[src/rtl/fifo_pkg.sv]
package fifo_pkg;

   // operation presented to the single RAM port on a given cycle
   typedef enum logic [1:0]
   {
      op_idle = 2'd0,
      op_enq  = 2'd1,
      op_deq  = 2'd2
   } fifo_op_e;

   // status of the RAM-resident part of the queue only,
   // the dequeue buffer is not counted here
   typedef struct packed
   {
      logic full;
      logic empty;
   } fifo_status_t;

   // default data width in bits
   parameter int default_width = 32;

   // default number of RAM entries
   parameter int default_els = 16;

endpackage

[src/rtl/mem_1rw_sync.sv]
`timescale 1ns/10ps

module mem_1rw_sync
#(
   parameter int width_p,
   parameter int els_p
)
(
   input  logic                                  clk_i,
   input  logic                                  v_i,
   input  logic                                  w_i,
   input  logic [((els_p > 1) ? $clog2(els_p) : 1)-1:0] addr_i,
   input  logic [width_p-1:0]                    data_i,
   output logic [width_p-1:0]                    data_o
);

   logic [width_p-1:0] mem_r [els_p];

   // one access per cycle, read data shows up on the next cycle
   // and stays put while the port is idle or writing
   always_ff @(posedge clk_i)
   begin
      if (v_i)
      begin
         if (w_i)
         begin
            mem_r[addr_i] <= data_i;
         end
         else
         begin
            data_o <= mem_r[addr_i];
         end
      end
   end

endmodule

[src/rtl/fifo_1rw_core.sv]
`timescale 1ns/10ps

module fifo_1rw_core
#(
   parameter int width_p,
   parameter int els_p
)
(
   input  logic                     clk_i,
   input  logic                     reset_i,
   input  fifo_pkg::fifo_op_e       op_i,
   input  logic [width_p-1:0]       data_i,
   output fifo_pkg::fifo_status_t   status_o,
   output logic                     read_issued_o,
   output logic                     mem_v_o,
   output logic                     mem_w_o,
   output logic [((els_p > 1) ? $clog2(els_p) : 1)-1:0] mem_addr_o,
   output logic [width_p-1:0]       mem_data_o
);

   localparam int ptr_width_lp = (els_p > 1) ? $clog2(els_p) : 1;

   logic [ptr_width_lp-1:0] rd_ptr_r;
   logic [ptr_width_lp-1:0] wr_ptr_r;
   logic                    last_op_read_r;
   logic                    do_enq;
   logic                    do_deq;
   logic                    ptrs_equal;

   // pointers wrap at els_p, which need not be a power of two
   function automatic logic [ptr_width_lp-1:0] next_ptr(input logic [ptr_width_lp-1:0] ptr);
      if (ptr == ptr_width_lp'(els_p - 1))
      begin
         return '0;
      end
      return ptr + ptr_width_lp'(1);
   endfunction

   assign do_enq = (op_i == fifo_pkg::op_enq);
   assign do_deq = (op_i == fifo_pkg::op_deq);

   always_ff @(posedge clk_i)
   begin
      if (reset_i)
      begin
         rd_ptr_r       <= '0;
         wr_ptr_r       <= '0;
         last_op_read_r <= 1'b1;
      end
      else
      begin
         if (do_enq)
         begin
            wr_ptr_r <= next_ptr(wr_ptr_r);
         end
         if (do_deq)
         begin
            rd_ptr_r <= next_ptr(rd_ptr_r);
         end
         if (do_enq || do_deq)
         begin
            last_op_read_r <= do_deq;
         end
      end
   end

   // equal pointers mean empty after a read and full after a write
   assign ptrs_equal      = (rd_ptr_r == wr_ptr_r);
   assign status_o.empty  = ptrs_equal & last_op_read_r;
   assign status_o.full   = ptrs_equal & ~last_op_read_r;

   assign mem_v_o       = do_enq | do_deq;
   assign mem_w_o       = do_enq;
   assign mem_addr_o    = do_enq ? wr_ptr_r : rd_ptr_r;
   assign mem_data_o    = data_i;
   assign read_issued_o = do_deq;

endmodule

[src/rtl/ram_port_arbiter.sv]
`timescale 1ns/10ps

module ram_port_arbiter
(
   input  logic                   clk_i,
   input  logic                   reset_i,
   input  logic                   enq_v_i,
   input  logic                   buf_space_i,
   input  fifo_pkg::fifo_status_t status_i,
   output fifo_pkg::fifo_op_e     op_o,
   output logic                   enq_ready_o
);

   logic enq_req;
   logic deq_req;
   logic grant_enq;
   logic grant_deq;
   // set when the most recent grant went to the dequeue side
   logic last_deq_r;

   assign enq_req = enq_v_i & ~status_i.full;
   assign deq_req = ~status_i.empty & buf_space_i;

   // on a conflict the side that lost last time wins
   assign grant_enq = enq_req & (~deq_req | last_deq_r);
   assign grant_deq = deq_req & (~enq_req | ~last_deq_r);

   always_ff @(posedge clk_i)
   begin
      if (reset_i)
      begin
         last_deq_r <= 1'b1;
      end
      else if (grant_enq)
      begin
         last_deq_r <= 1'b0;
      end
      else if (grant_deq)
      begin
         last_deq_r <= 1'b1;
      end
   end

   always_comb
   begin
      op_o = fifo_pkg::op_idle;
      if (grant_enq)
      begin
         op_o = fifo_pkg::op_enq;
      end
      else if (grant_deq)
      begin
         op_o = fifo_pkg::op_deq;
      end
   end

   assign enq_ready_o = (op_o == fifo_pkg::op_enq);

endmodule

[src/rtl/deq_buffer.sv]
`timescale 1ns/10ps

module deq_buffer
#(
   parameter int width_p
)
(
   input  logic               clk_i,
   input  logic               reset_i,
   input  logic               read_issued_i,
   input  logic [width_p-1:0] mem_data_i,
   output logic               space_o,
   output logic               deq_v_o,
   output logic [width_p-1:0] deq_data_o,
   input  logic               deq_ready_i
);

   logic [width_p-1:0] slot_r [2];
   logic               wr_ptr_r;
   logic               rd_ptr_r;
   logic [1:0]         count_r;
   // a read was issued last cycle, so RAM data is valid now
   logic               inflight_r;
   logic               capture;
   logic               pop;
   logic [1:0]         occupancy;

   assign capture = inflight_r;
   assign pop     = deq_v_o & deq_ready_i;

   always_ff @(posedge clk_i)
   begin
      if (reset_i)
      begin
         inflight_r <= 1'b0;
         wr_ptr_r   <= 1'b0;
         rd_ptr_r   <= 1'b0;
         count_r    <= 2'd0;
      end
      else
      begin
         inflight_r <= read_issued_i;
         if (capture)
         begin
            wr_ptr_r <= ~wr_ptr_r;
         end
         if (pop)
         begin
            rd_ptr_r <= ~rd_ptr_r;
         end
         if (capture && !pop)
         begin
            count_r <= count_r + 2'd1;
         end
         else if (!capture && pop)
         begin
            count_r <= count_r - 2'd1;
         end
      end
   end

   always_ff @(posedge clk_i)
   begin
      if (capture)
      begin
         slot_r[wr_ptr_r] <= mem_data_i;
      end
   end

   // only registered state here, a same-cycle pop does not free a slot
   assign occupancy = count_r + 2'(inflight_r);
   assign space_o   = (occupancy < 2'd2);

   assign deq_v_o    = (count_r != 2'd0);
   assign deq_data_o = slot_r[rd_ptr_r];

endmodule

[src/rtl/fifo_1r1w_large.sv]
`timescale 1ns/10ps

module fifo_1r1w_large
#(
   parameter int width_p = fifo_pkg::default_width,
   parameter int els_p   = fifo_pkg::default_els
)
(
   input  logic               clk_i,
   input  logic               reset_i,
   input  logic               enq_v_i,
   input  logic [width_p-1:0] enq_data_i,
   output logic               enq_ready_o,
   output logic               deq_v_o,
   output logic [width_p-1:0] deq_data_o,
   input  logic               deq_ready_i
);

   localparam int ptr_width_lp = (els_p > 1) ? $clog2(els_p) : 1;

   fifo_pkg::fifo_status_t  status;
   fifo_pkg::fifo_op_e      op;
   logic                    buf_space;
   logic                    read_issued;
   logic                    mem_v;
   logic                    mem_w;
   logic [ptr_width_lp-1:0] mem_addr;
   logic [width_p-1:0]      mem_wdata;
   logic [width_p-1:0]      mem_rdata;

   ram_port_arbiter arb
   (
      .clk_i       (clk_i),
      .reset_i     (reset_i),
      .enq_v_i     (enq_v_i),
      .buf_space_i (buf_space),
      .status_i    (status),
      .op_o        (op),
      .enq_ready_o (enq_ready_o)
   );

   fifo_1rw_core #(.width_p(width_p), .els_p(els_p)) core
   (
      .clk_i         (clk_i),
      .reset_i       (reset_i),
      .op_i          (op),
      .data_i        (enq_data_i),
      .status_o      (status),
      .read_issued_o (read_issued),
      .mem_v_o       (mem_v),
      .mem_w_o       (mem_w),
      .mem_addr_o    (mem_addr),
      .mem_data_o    (mem_wdata)
   );

   mem_1rw_sync #(.width_p(width_p), .els_p(els_p)) mem
   (
      .clk_i  (clk_i),
      .v_i    (mem_v),
      .w_i    (mem_w),
      .addr_i (mem_addr),
      .data_i (mem_wdata),
      .data_o (mem_rdata)
   );

   deq_buffer #(.width_p(width_p)) dbuf
   (
      .clk_i         (clk_i),
      .reset_i       (reset_i),
      .read_issued_i (read_issued),
      .mem_data_i    (mem_rdata),
      .space_o       (buf_space),
      .deq_v_o       (deq_v_o),
      .deq_data_o    (deq_data_o),
      .deq_ready_i   (deq_ready_i)
   );

endmodule

[config.mk]
export PLATFORM = sky130hd
export DESIGN_NAME = fifo_1r1w_large
export DESIGN_NICKNAME = d
export VERILOG_FILES = /design/src/rtl/fifo_pkg.sv /design/src/rtl/mem_1rw_sync.sv /design/src/rtl/fifo_1rw_core.sv /design/src/rtl/ram_port_arbiter.sv /design/src/rtl/deq_buffer.sv /design/src/rtl/fifo_1r1w_large.sv
export SDC_FILE = /design/constraint.sdc
export NUM_CORES = 1
export LEC_CHECK = 0
export BUFFER_PORTS_ARGS = -buffer_cell sky130_fd_sc_hd__buf_2
export CORE_MARGIN = 2
export CORE_UTILIZATION = 45
export CTS_CLUSTER_DIAMETER = 80
export CTS_CLUSTER_SIZE = 8
export DETAILED_ROUTE_END_ITERATION = 6
export PLACE_DENSITY = 0.7
export SYNTH_ARGS = -nofsm -noshare
export SYNTH_HDL_FRONTEND = slang
export SYNTH_HIERARCHICAL = 1
export SYNTH_SLANG_ARGS = --single-unit
[constraint.sdc]
create_clock -name clk_i -period 9.3 [get_ports clk_i]
set_input_delay 1.86 -clock clk_i [delete_from_list [all_inputs] [get_ports clk_i]]
set_output_delay 1.86 -clock clk_i [all_outputs]
set_load 0.01 [all_outputs]
==> PnR_summary.wiki, run 1 <==
{| class="wikitable"
! Metric !! Value
|-
| Status || completed
|-
| Post-cts resize count || 0
|-
| Routed WL per cell || 25.4 um
|-
| Number of distinct library cells after synthesis || 37
|-
| Multi-input combinational cell area || between 4000 and 5000 um^2
|-
| Post-Syn Instances || around 1,100
|-
| Vias/cell || about 5.7
|-
| Number of global-route vias before repair || 11,300
|-
| Final setup fails || 0
|-
| Max Clk Rate || roughly 180 MHz
|-
| Worst Reg2Reg Path Length in Cells || 12
|-
| Residual overflow from global routing || 0
|-
| Net count of the mapped netlist || 1,112
|-
| Critical path peak fanout || 53
|-
| Library cell with the largest summed area after synthesis || sky130_fd_sc_hd__edfxtp_1
|-
| Total power density per cell area || about 290 nW/um^2
|-
| Count of maximum capacitance violations || 0
|-
| Clock Sinks || 624
|-
| Fraction of final layout cells sized beyond drive strength 1 || 31.7%
|-
| Max Buffers Root-to-Sink || 3
|-
| Power share of the sequential group || 46.8%
|-
| Ratio of final minimum period to clock period || around three fifths
|-
| Number of buffers created by CTS || 87
|-
| First-pass GRT wire length || 71.5 mm
|-
| Crit path DAT || 5790 ps
|-
| Fill cells || 3,919
|-
| Startpoint kind of the worst setup timing path || input port
|-
| TritonCTS clock tree || done
|-
| Part of the total power dissipated in the clock network || a little over a third
|-
| Category of the critical setup timing path || input port to flip-flop
|-
| Minimum period implied by the final worst setup slack || approximately 5400 ps
|-
| Worst reg2reg endpoint || mem/data_o[6]$_DFFE_PP_
|-
| Number of primary I/O pins || 70
|-
| Hold violation total from the final report || 0
|-
| Switching share of power || roughly 25%
|-
| Root buf cell || sky130_fd_sc_hd__clkbuf_16
|-
| Netlist Area Pre-Place || between 20,000 and 25,000 um^2
|-
| Vertical die dimension || 233 um
|-
| Worst vdd rail ir drop || 0.182 mV
|-
| Number of antenna-violating nets in the routed design || 0
|-
| Storage element area || between 15,000 and 20,000 um^2
|-
| Initial core utilization || a little under half
|-
| Number of I/O port buffers || slightly below 70
|-
| Worst EP required || slightly below 10,000 ps
|-
| Reported leakage power || 8.46 nW
|-
| Source-to-sink clock delay at the later pin of the worst-skew pair || 610 ps
|-
| Unrepaired setup endpoints after global routing || no
|-
| Yosys reg bits || 624
|-
| Final-stage net count || 1,210
|-
| Post-CTS setup repair buffer count || 0
|-
| Beginning of the critical path || enq_v_i
|-
| Worst slew pin tran || between 1000 and 1500 ps
|-
| CTS clock-pin slew for the worst setup and hold paths || around 50 ps
|-
| Synth-to-layout area growth || 14.1%
|-
| Maximum number of pins on one net before global-route repair || between 50 and 60
|-
| Clock tree skew after final layout || 16.6 ps
|-
| Syn Area/Cell || around 22 um^2
|-
| Deepest level of the CTS H-tree || 3
|-
| Number of core rows || 83
|-
| Final total power || between 7 and 8 mW
|-
| Area share of the largest cell type after synthesis || between 70% and 80%
|-
| Via count of the routed design || 10,700
|-
| Combined global-route utilization of all metal layers || 18.1%
|-
| Hold buffer count at CTS || 0
|-
| Overall die area || approximately 54,000 um^2
|-
| Drt pass-1 iters || 5
|-
| GPL Wtd Cong || 0.731
|-
| Placeable core region || ~52,000 um^2
|-
| Setup crit end kind || flip-flop
|-
| Final WL || 47.3 mm
|-
| Share of the yosys chip area belonging to registers || around four fifths
|-
| Detailed router's first-iteration violation count || between 900 and 1,000
|-
| FF-to-FF setup slack || ~4200 ps
|-
| Headroom to the max-slew limit || between 10% and 20%
|-
| Logic pwr share || between 10% and 20%
|-
| Most area-consuming cells after synthesis || sky130_fd_sc_hd__edfxtp_1 77%, sky130_fd_sc_hd__mux4_2 12%, sky130_fd_sc_hd__a22oi_1 2.1%, sky130_fd_sc_hd__mux2_2 1.6%, sky130_fd_sc_hd__dfxtp_1 1.4%
|-
| Worst setup path end || mem/data_o[6]$_DFFE_PP_
|-
| Min-Delay Path Class || flip-flop to flip-flop
|-
| Worst R2R Start || core/rd_ptr_r[0]$_SDFFE_PP0P_
|-
| Initial antenna violation count || 3
|-
| HPWL Detailed || roughly 26 mm
|-
| Net Switching || just under 2 mW
|-
| Yosys warning total || 6
|-
| Internal Dissipation || about 5.8 mW
|-
| Final setup TNS || 0 ps
|-
| Die outline width || around 230 um
|-
| Worst hold path startpoint || mem/data_o[11]$_DFFE_PP_
|-
| Post-detailed-route DRC marker count || 0
|-
| Max-slew violation count || 0
|}
## metal layers
| layer | global-route usage (%) | vias to the layer above | wire length, um |
|---|---|---|---|
| met4 | 6.35 | 2 | 1010 |
| met2 | 27.9 | 380 | 22800 |
| met3 | 4.25 | 71 | 3630 |
| met5 | 0 | - | 13 |
| met1 | 25.4 | 5652 | 19800 |
| li1 | - | 4575 | - |
## per-stage QoR
| stage | cell area (um^2) | cells | utilization [%] | worst slack, ps | hold WS [ps] |
|---|---|---|---|---|---|
| after floorplan | 23600 | 1071 | - | 2680 | 421 |
| after global placement | 24600 | 1760 | 47.7 | 3300 | 425 |
| after detailed placement | 24600 | 1760 | 47.7 | 3190 | 434 |
| after CTS | 26900 | 1861 | 52.2 | 3830 | 442 |
| after global routing | 26900 | 1862 | 52.2 | 3530 | 449 |
| final | 26900 | 1862 | 52.2 | 3860 | 442 |
## synth_stat cells (all sizes together)
cell and count:
edfxtp 608, mux4 128, a22oi 65, buf 58, nand2 41, mux2 35
clkbuf 28, nor2 23, dfxtp 16, xor2 9, nor2b 8, a21oi 7
ha 5, o21ai 5, inv 4, nand2b 4, nor3 4, or3 4
and2 3, mux2i 3, nand4b 2, xnor2 2, a211o 1, a31oi 1
and2b 1, nand3 1, nand3b 1, nand4 1, nor4 1, o21a 1
or2 1
## final cells by class
type                       instances  area share (%)
sequential                       624            69.0
multi-input combinational        357            17.2
clock buffer                      95            8.27
tap                              680            3.16
timing repair buffer              95            2.01
clock inverter                     6           0.320
inverter                           4          0.0557
antenna                            1         0.00929
## cell families (layout without fill, tap and decap cells)
family                     count (synthesis)  count (layout)  share of synthesized area (%)
adders and majority gates                  5               5                          0.265
muxes                                    166             166                           14.0
and+or+nand+nor                           95              95                           1.86
xor gates and xnor gates                  11              11                          0.408
DFF                                      624             624                           78.7
buffers and inverters                     90             200                           2.37
AOI/OAI and AO/OA                         80              80                           2.42
other                                      0               1                              0
## flip-flops by register name, summed over array words and instances, names as in the netlist, named ones only
signal	count
mem/mem_r	512
dbuf/slot_r	64
core/wr_ptr_r	4
arb/last_deq_r	1
dbuf/wr_ptr_r	1
dbuf/rd_ptr_r	1
core/last_op_read_r	1
dbuf/count_r	2
mem/data_o	32
core/rd_ptr_r	4
dbuf/capture	1
## power groups by stage
stage	logic, mW	registers (mW)	clock network (mW)
finish	1.38	3.61	2.73
CTS	1.41	3.61	2.78
global route	1.51	3.63	2.90
floorplan	1.09	3.58	0
detailed placement	1.40	3.66	0
global placement	1.38	3.64	0
## worst min path at each step
stage                                    to  slack [ps]  cells past startpoint
3_3_place_gp   dbuf/slot_r[0][13]$_DFFE_PP_         430                      0
3_5_place_dp   dbuf/slot_r[0][13]$_DFFE_PP_         430                      0
2_1_floorplan   dbuf/slot_r[0][0]$_DFFE_PP_         420                      0
6_report       dbuf/slot_r[1][11]$_DFFE_PP_         440                      0
5_1_grt        dbuf/slot_r[1][11]$_DFFE_PP_         450                      0
4_1_cts        dbuf/slot_r[1][11]$_DFFE_PP_         440                      0
## placed cells by master, fill, tap and decap left out, types with 2 or more instances in the layout
master                      count
sky130_fd_sc_hd__a21oi_1        7
sky130_fd_sc_hd__a22oi_1       65
sky130_fd_sc_hd__and2_1         3
sky130_fd_sc_hd__buf_2         69
sky130_fd_sc_hd__buf_4         26
sky130_fd_sc_hd__clkbuf_1       7
sky130_fd_sc_hd__clkbuf_16     88
sky130_fd_sc_hd__clkinv_8       3
sky130_fd_sc_hd__dfxtp_1       16
sky130_fd_sc_hd__edfxtp_1     608
sky130_fd_sc_hd__ha_1           5
sky130_fd_sc_hd__inv_1          4
sky130_fd_sc_hd__inv_6          2
sky130_fd_sc_hd__mux2_1         2
sky130_fd_sc_hd__mux2_2        31
sky130_fd_sc_hd__mux2i_1        3
sky130_fd_sc_hd__mux4_2       128
sky130_fd_sc_hd__nand2_1       40
sky130_fd_sc_hd__nand2b_1       4
sky130_fd_sc_hd__nand4b_1       2
sky130_fd_sc_hd__nor2_1        10
sky130_fd_sc_hd__nor2_4        13
sky130_fd_sc_hd__nor2b_1        4
sky130_fd_sc_hd__nor2b_4        4
sky130_fd_sc_hd__nor3_2         4
sky130_fd_sc_hd__o21ai_0        4
sky130_fd_sc_hd__or3_1          4
sky130_fd_sc_hd__xnor2_1        2
sky130_fd_sc_hd__xor2_1         9
## worst max-delay path, stage by stage
cell and delay [ps]:
sky130_fd_sc_hd__buf_2 80, sky130_fd_sc_hd__nor2b_1 200, sky130_fd_sc_hd__o21a_1 190, sky130_fd_sc_hd__ha_1 590, sky130_fd_sc_hd__mux2_4 610, sky130_fd_sc_hd__buf_4 720, sky130_fd_sc_hd__buf_4 670, sky130_fd_sc_hd__mux4_2 420
sky130_fd_sc_hd__a22oi_1 260, sky130_fd_sc_hd__nand2_1 100
(Power assumes the default switching activity.)
==> run 2, diff against run 1 <==
--- a/config.mk
+++ b/config.mk
@@ -5,13 +5,14 @@
 export SDC_FILE = /design/constraint.sdc
 export NUM_CORES = 1
 export LEC_CHECK = 0
+export ABC_AREA = 1
 export BUFFER_PORTS_ARGS = -buffer_cell sky130_fd_sc_hd__buf_2
 export CORE_MARGIN = 2
 export CORE_UTILIZATION = 45
 export CTS_CLUSTER_DIAMETER = 80
 export CTS_CLUSTER_SIZE = 8
 export DETAILED_ROUTE_END_ITERATION = 6
-export PLACE_DENSITY = 0.7
+export PLACE_DENSITY = 0.72
 export SYNTH_ARGS = -nofsm -noshare
 export SYNTH_HDL_FRONTEND = slang
 export SYNTH_HIERARCHICAL = 1
==> constraint.sdc (replaced) <==
create_clock -name clk_i -period 4.9 [get_ports clk_i]
set_input_delay 0.98 -clock clk_i [delete_from_list [all_inputs] [get_ports clk_i]]
set_output_delay 0.98 -clock clk_i [all_outputs]
set_load 0.01 [all_outputs]
==> PnR_summary.wiki, run 2 <==
{| class="wikitable"
! Metric !! Value
|-
| Critical path peak fanout || 15 (was 53)
|-
| Via count of the routed design || 16,300 (was 10,700)
|-
| Die outline width || 245 um (was 233 um)
|-
| Syn Area/Cell || 10.9 um^2 (was 22.0 um^2)
|-
| Most common flop cell mapped by yosys || sky130_fd_sc_hd__edfxtp_1 (unchanged)
|-
| Max reg flops || 512 (unchanged)
|-
| HPWL Detailed || 31.7 mm (was 26.1 mm)
|-
| Ranking of synthesized cells by instance count || 1,420 x sky130_fd_sc_hd__nand2_1, 608 x sky130_fd_sc_hd__edfxtp_1, 100 x sky130_fd_sc_hd__inv_1 (was 608 x sky130_fd_sc_hd__edfxtp_1, 128 x sky130_fd_sc_hd__mux4_2, 65 x sky130_fd_sc_hd__a22oi_1)
|-
| Library cell with the largest summed area after synthesis || sky130_fd_sc_hd__edfxtp_1 (unchanged)
|-
| Ratio of final minimum period to clock period || about nine tenths
|-
| Root buf cell || sky130_fd_sc_hd__clkbuf_16 (unchanged)
|-
| Fraction of final layout cells sized beyond drive strength 1 || 10.6% (was 31.7%)
|-
| Final-stage net count || 2,494 (was 1,210)
|-
| Fraction of synthesis flops using an asynchronous set or reset pin || 0% (unchanged)
|-
| Worst Hold Path Cells || 0 (unchanged)
|-
| Crit path DAT || 4660 ps (was 5790 ps)
|-
| Reported leakage power || 12.1 nW (was 8.46 nW)
|-
| Min-Delay Path Class || flip-flop to flip-flop (unchanged)
|-
| Count of maximum capacitance violations || 0 (unchanged)
|-
| Regs by FF count || mem/mem_r x512, dbuf/slot_r x64, mem/data_o x32 (unchanged)
|-
| Category of the critical setup timing path || flip-flop to flip-flop (was input port to flip-flop)
|-
| Drt pass-1 iters || 5 (unchanged)
|-
| Worst EP required || 5200 ps (was 9650 ps)
|-
| Worst R2R Start || core/rd_ptr_r[2]$_SDFFE_PP0P_ (was core/rd_ptr_r[0]$_SDFFE_PP0P_)
|-
| Yosys warning total || 6 (unchanged)
|-
| Hold violation total from the final report || 0 (unchanged)
|-
| Routed WL per cell || 17.7 um (was 25.4 um)
|-
| Number of global-route vias before repair || 16,200 (was 11,300)
|-
| Worst slew pin tran || 1370 ps (was 1330 ps)
|-
| Synth-to-layout area growth || 12.4% (was 14.1%)
|-
| Vias/cell || 5.05 (was 5.74)
|-
| Endpoint, Worst Hold || dbuf/slot_r[1][31]$_DFFE_PP_ (was dbuf/slot_r[1][11]$_DFFE_PP_)
|-
| Most frequent cells in the layout || 1,420 x sky130_fd_sc_hd__nand2_1, 608 x sky130_fd_sc_hd__edfxtp_1, 99 x sky130_fd_sc_hd__inv_1 (was 608 x sky130_fd_sc_hd__edfxtp_1, 128 x sky130_fd_sc_hd__mux4_2, 88 x sky130_fd_sc_hd__clkbuf_16)
|-
| Share of the yosys chip area belonging to registers || 71.0% (was 78.7%)
|-
| Number of core rows || 88 (was 83)
|-
| Headroom to the max-slew limit || 8.38% (was 11.1%)
|-
| Number of buffers created by CTS || 87 (unchanged)
|-
| Most frequent standard cell in the layout excluding fill and tap cells || sky130_fd_sc_hd__nand2_1 (was sky130_fd_sc_hd__edfxtp_1)
|-
| Vertical die dimension || 245 um (was 233 um)
|-
| Max Clk Rate || roughly 230 MHz
|-
| Max Buffers Root-to-Sink || 3 (unchanged)
|-
| GPL Wtd Cong || 0.786 (was 0.731)
|-
| Residual overflow from global routing || 0 (unchanged)
|-
| Worst reg2reg endpoint || mem/mem_r[11][31]$_DFFE_PP_ (was mem/data_o[6]$_DFFE_PP_)
|-
| Number of placed instances, taps included || 3,129 (was 1,760)
|-
| Layout Utilization || 51.1% (was 52.2%)
|-
| Initial antenna violation count || 3 (unchanged)
|-
| Post-CTS setup repair buffer count || 0 (unchanged)
|-
| Overall die area || 60,100 um^2 (was 54,300 um^2)
|-
| FF-to-FF setup slack || 540 ps (was 4160 ps)
|-
| Placeable core region || 57,600 um^2 (was 51,600 um^2)
|-
| Status || completed (unchanged)
|-
| Max-slew violation count || 0 (unchanged)
|-
| Most area-consuming cells after synthesis || sky130_fd_sc_hd__edfxtp_1 70%, sky130_fd_sc_hd__nand2_1 20%, sky130_fd_sc_hd__mux2_4 1.7%, sky130_fd_sc_hd__buf_4 1.4%, sky130_fd_sc_hd__inv_1 1.4% (was sky130_fd_sc_hd__edfxtp_1 77%, sky130_fd_sc_hd__mux4_2 12%, sky130_fd_sc_hd__a22oi_1 2.1%, sky130_fd_sc_hd__mux2_2 1.6%, sky130_fd_sc_hd__dfxtp_1 1.4%)
|-
| Worst Reg2Reg Path Length in Cells || 16 (was 12)
|-
| Net count of the mapped netlist || 2,435 (was 1,112)
|-
| Post-cts resize count || 0 (unchanged)
|-
| Netlist Area Pre-Place || 26,200 um^2 (was 23,600 um^2)
|-
| Minimum period implied by the final worst setup slack || about 4400 ps
|-
| First-pass GRT wire length || 89.1 mm (was 71.5 mm)
|-
| Final WL || 57.0 mm (was 47.3 mm)
|-
| Area share of the largest cell type after synthesis || 69.8% (was 77.3%)
|-
| Hold buffer count at CTS || 0 (unchanged)
|-
| Setup crit end kind || flip-flop (unchanged)
|-
| Number of primary I/O pins || 70 (unchanged)
|-
| Final setup TNS || 0 ps (unchanged)
|-
| Number of I/O port buffers || 69 (unchanged)
|-
| Source-to-sink clock delay at the later pin of the worst-skew pair || 620 ps (was 610 ps)
|-
| CTS clock-pin slew for the worst setup and hold paths || 50 ps (about the same)
|-
| Combined global-route utilization of all metal layers || 19.3% (was 18.1%)
|-
| Deepest level of the CTS H-tree || 3 (unchanged)
|-
| Clock Sinks || 624 (unchanged)
|-
| Number of distinct library cells after synthesis || 25 (was 37)
|-
| Total power density per cell area || 583 nW/um^2 (was 286 nW/um^2)
|-
| Number of standard cells in the final layout excluding fillers || 3,230 (was 1,862)
|-
| Detailed router's first-iteration violation count || 1,574 (was 970)
|-
| Unrepaired setup endpoints after global routing || no (unchanged)
|-
| Worst hold path startpoint || mem/data_o[31]$_DFFE_PP_ (was mem/data_o[11]$_DFFE_PP_)
|-
| Worst vdd rail ir drop || 0.507 mV (was 0.182 mV)
|-
| Most common cell in the synthesized netlist || sky130_fd_sc_hd__nand2_1 (was sky130_fd_sc_hd__edfxtp_1)
|-
| Initial core utilization || 45.4% (was 45.7%)
|-
| Register containing the most flip-flops in the final layout || mem/mem_r (unchanged)
|-
| Post-detailed-route DRC marker count || 0 (unchanged)
|-
| Count of flip-flops with a built-in enable after synthesis || 608 (unchanged)
|-
| Startpoint kind of the worst setup timing path || flip-flop (was input port)
|-
| TritonCTS clock tree || done (unchanged)
|-
| Post-Syn Instances || 2,394 (was 1,071)
|-
| Maximum number of pins on one net before global-route repair || 168 (was 54)
|-
| Clock tree skew after final layout || 14.8 ps (was 16.6 ps)
|-
| Yosys reg bits || 624 (unchanged)
|-
| Final setup fails || 0 (unchanged)
|-
| Number of antenna-violating nets in the routed design || 0 (unchanged)
|}
run 2: cell count changes in the layout (fill, tap and decap cells not counted), moves of 5 or more:
cell and delta:
sky130_fd_sc_hd__nand2_1 +1380, sky130_fd_sc_hd__nor2_4 +7, sky130_fd_sc_hd__xor2_1 -8, sky130_fd_sc_hd__mux2_4 +29, sky130_fd_sc_hd__nor2_1 +6, sky130_fd_sc_hd__mux4_2 -128
sky130_fd_sc_hd__a22oi_1 -65, sky130_fd_sc_hd__nand3_1 +8, sky130_fd_sc_hd__o21ai_0 +5, sky130_fd_sc_hd__inv_1 +95, sky130_fd_sc_hd__mux2_2 -29, sky130_fd_sc_hd__buf_12 +13
run 2: area by class of cell:
cell class | count | area, um^2
Inverter | 104 | 398
Tap cell | 765 | 957
Antenna cell | 2 | 5.00
Multi-Input combinational cell | 1530 | 6370
Sequential cell | 624 | 18600
Timing Repair Buffer | 106 | 786
Clock buffer | 94 | 2250
Clock inverter | 5 | 81.3
Fill cell | 4749 | 28200
run 2: critical path, cell delays in order, from the launching register on:
cell	delay, ps
sky130_fd_sc_hd__dfxtp_1	400
sky130_fd_sc_hd__inv_1	110
sky130_fd_sc_hd__nand2_1	70
sky130_fd_sc_hd__nand2_1	50
sky130_fd_sc_hd__nor2_1	70
sky130_fd_sc_hd__nand2_1	80
sky130_fd_sc_hd__nor2_1	110
sky130_fd_sc_hd__inv_1	60
sky130_fd_sc_hd__nand2_2	80
sky130_fd_sc_hd__nand3_1	80
sky130_fd_sc_hd__nand2_1	100
sky130_fd_sc_hd__inv_1	50
sky130_fd_sc_hd__ha_1	350
sky130_fd_sc_hd__o21ai_0	840
sky130_fd_sc_hd__nand2_1	500
sky130_fd_sc_hd__nor2_4	710
sky130_fd_sc_hd__buf_4	360
run 2: how the worst max path moves through the flow:
stage | end | slack, ps | startpoint
detailed placement | mem/mem_r[11][6]$_DFFE_PP_ | 420 | enq_v_i
CTS | mem/mem_r[11][2]$_DFFE_PP_ | 570 | core/rd_ptr_r[2]$_SDFFE_PP0P_
finish | mem/mem_r[11][31]$_DFFE_PP_ | 540 | core/rd_ptr_r[2]$_SDFFE_PP0P_
global placement | mem/mem_r[11][6]$_DFFE_PP_ | 520 | enq_v_i
global route | mem/mem_r[11][2]$_DFFE_PP_ | 260 | core/rd_ptr_r[1]$_SDFFE_PP0P_
floorplan | mem/mem_r[4][0]$_DFFE_PP_ | 480 | enq_v_i
run 2: kinds of logic (layout without fill, tap and decap cells):
logic type / count (synthesis) / count (layout) / share of synthesized area (%)
other: 0 / 2 / 0
adder cells (fa/ha/maj): 5 / 5 / 0.239
flip-flops: 624 / 624 / 71.0
AND/OR/NAND/NOR: 1471 / 1471 / 21.2
AO/OA/AOI/OAI: 21 / 21 / 0.402
multiplexers: 32 / 32 / 1.81
buffers and inverters: 240 / 309 / 5.32
XOR/XNOR: 1 / 1 / 0.0335
run 2: where the power goes:
part | leakage (nW) | switching, mW | internal, mW
sequential | 5.63 | 0.287 | 6.66
clock | 1.14 | 2.02 | 3.19
combinational | 5.28 | 3.57 | 1.42
run 2: through the flow:
step                      area, um^2  hold slack, ps  setup slack (ps)  power (mW)
after floorplan                26200             421               484        10.8
after global placement         27100             422               519        11.9
after detailed placement       27100             436               417        12.0
after CTS                      29400             445               572        17.3
after global routing           29400             456               259        18.1
final                          29400             445               536        17.2
run 2: metal layers:
metal  wire length (um)  global-route usage [%]
met5                 11                       0
met4               1570                    7.59
met3               4160                    3.21
met2              27700                    32.3
met1              23600                    25.0
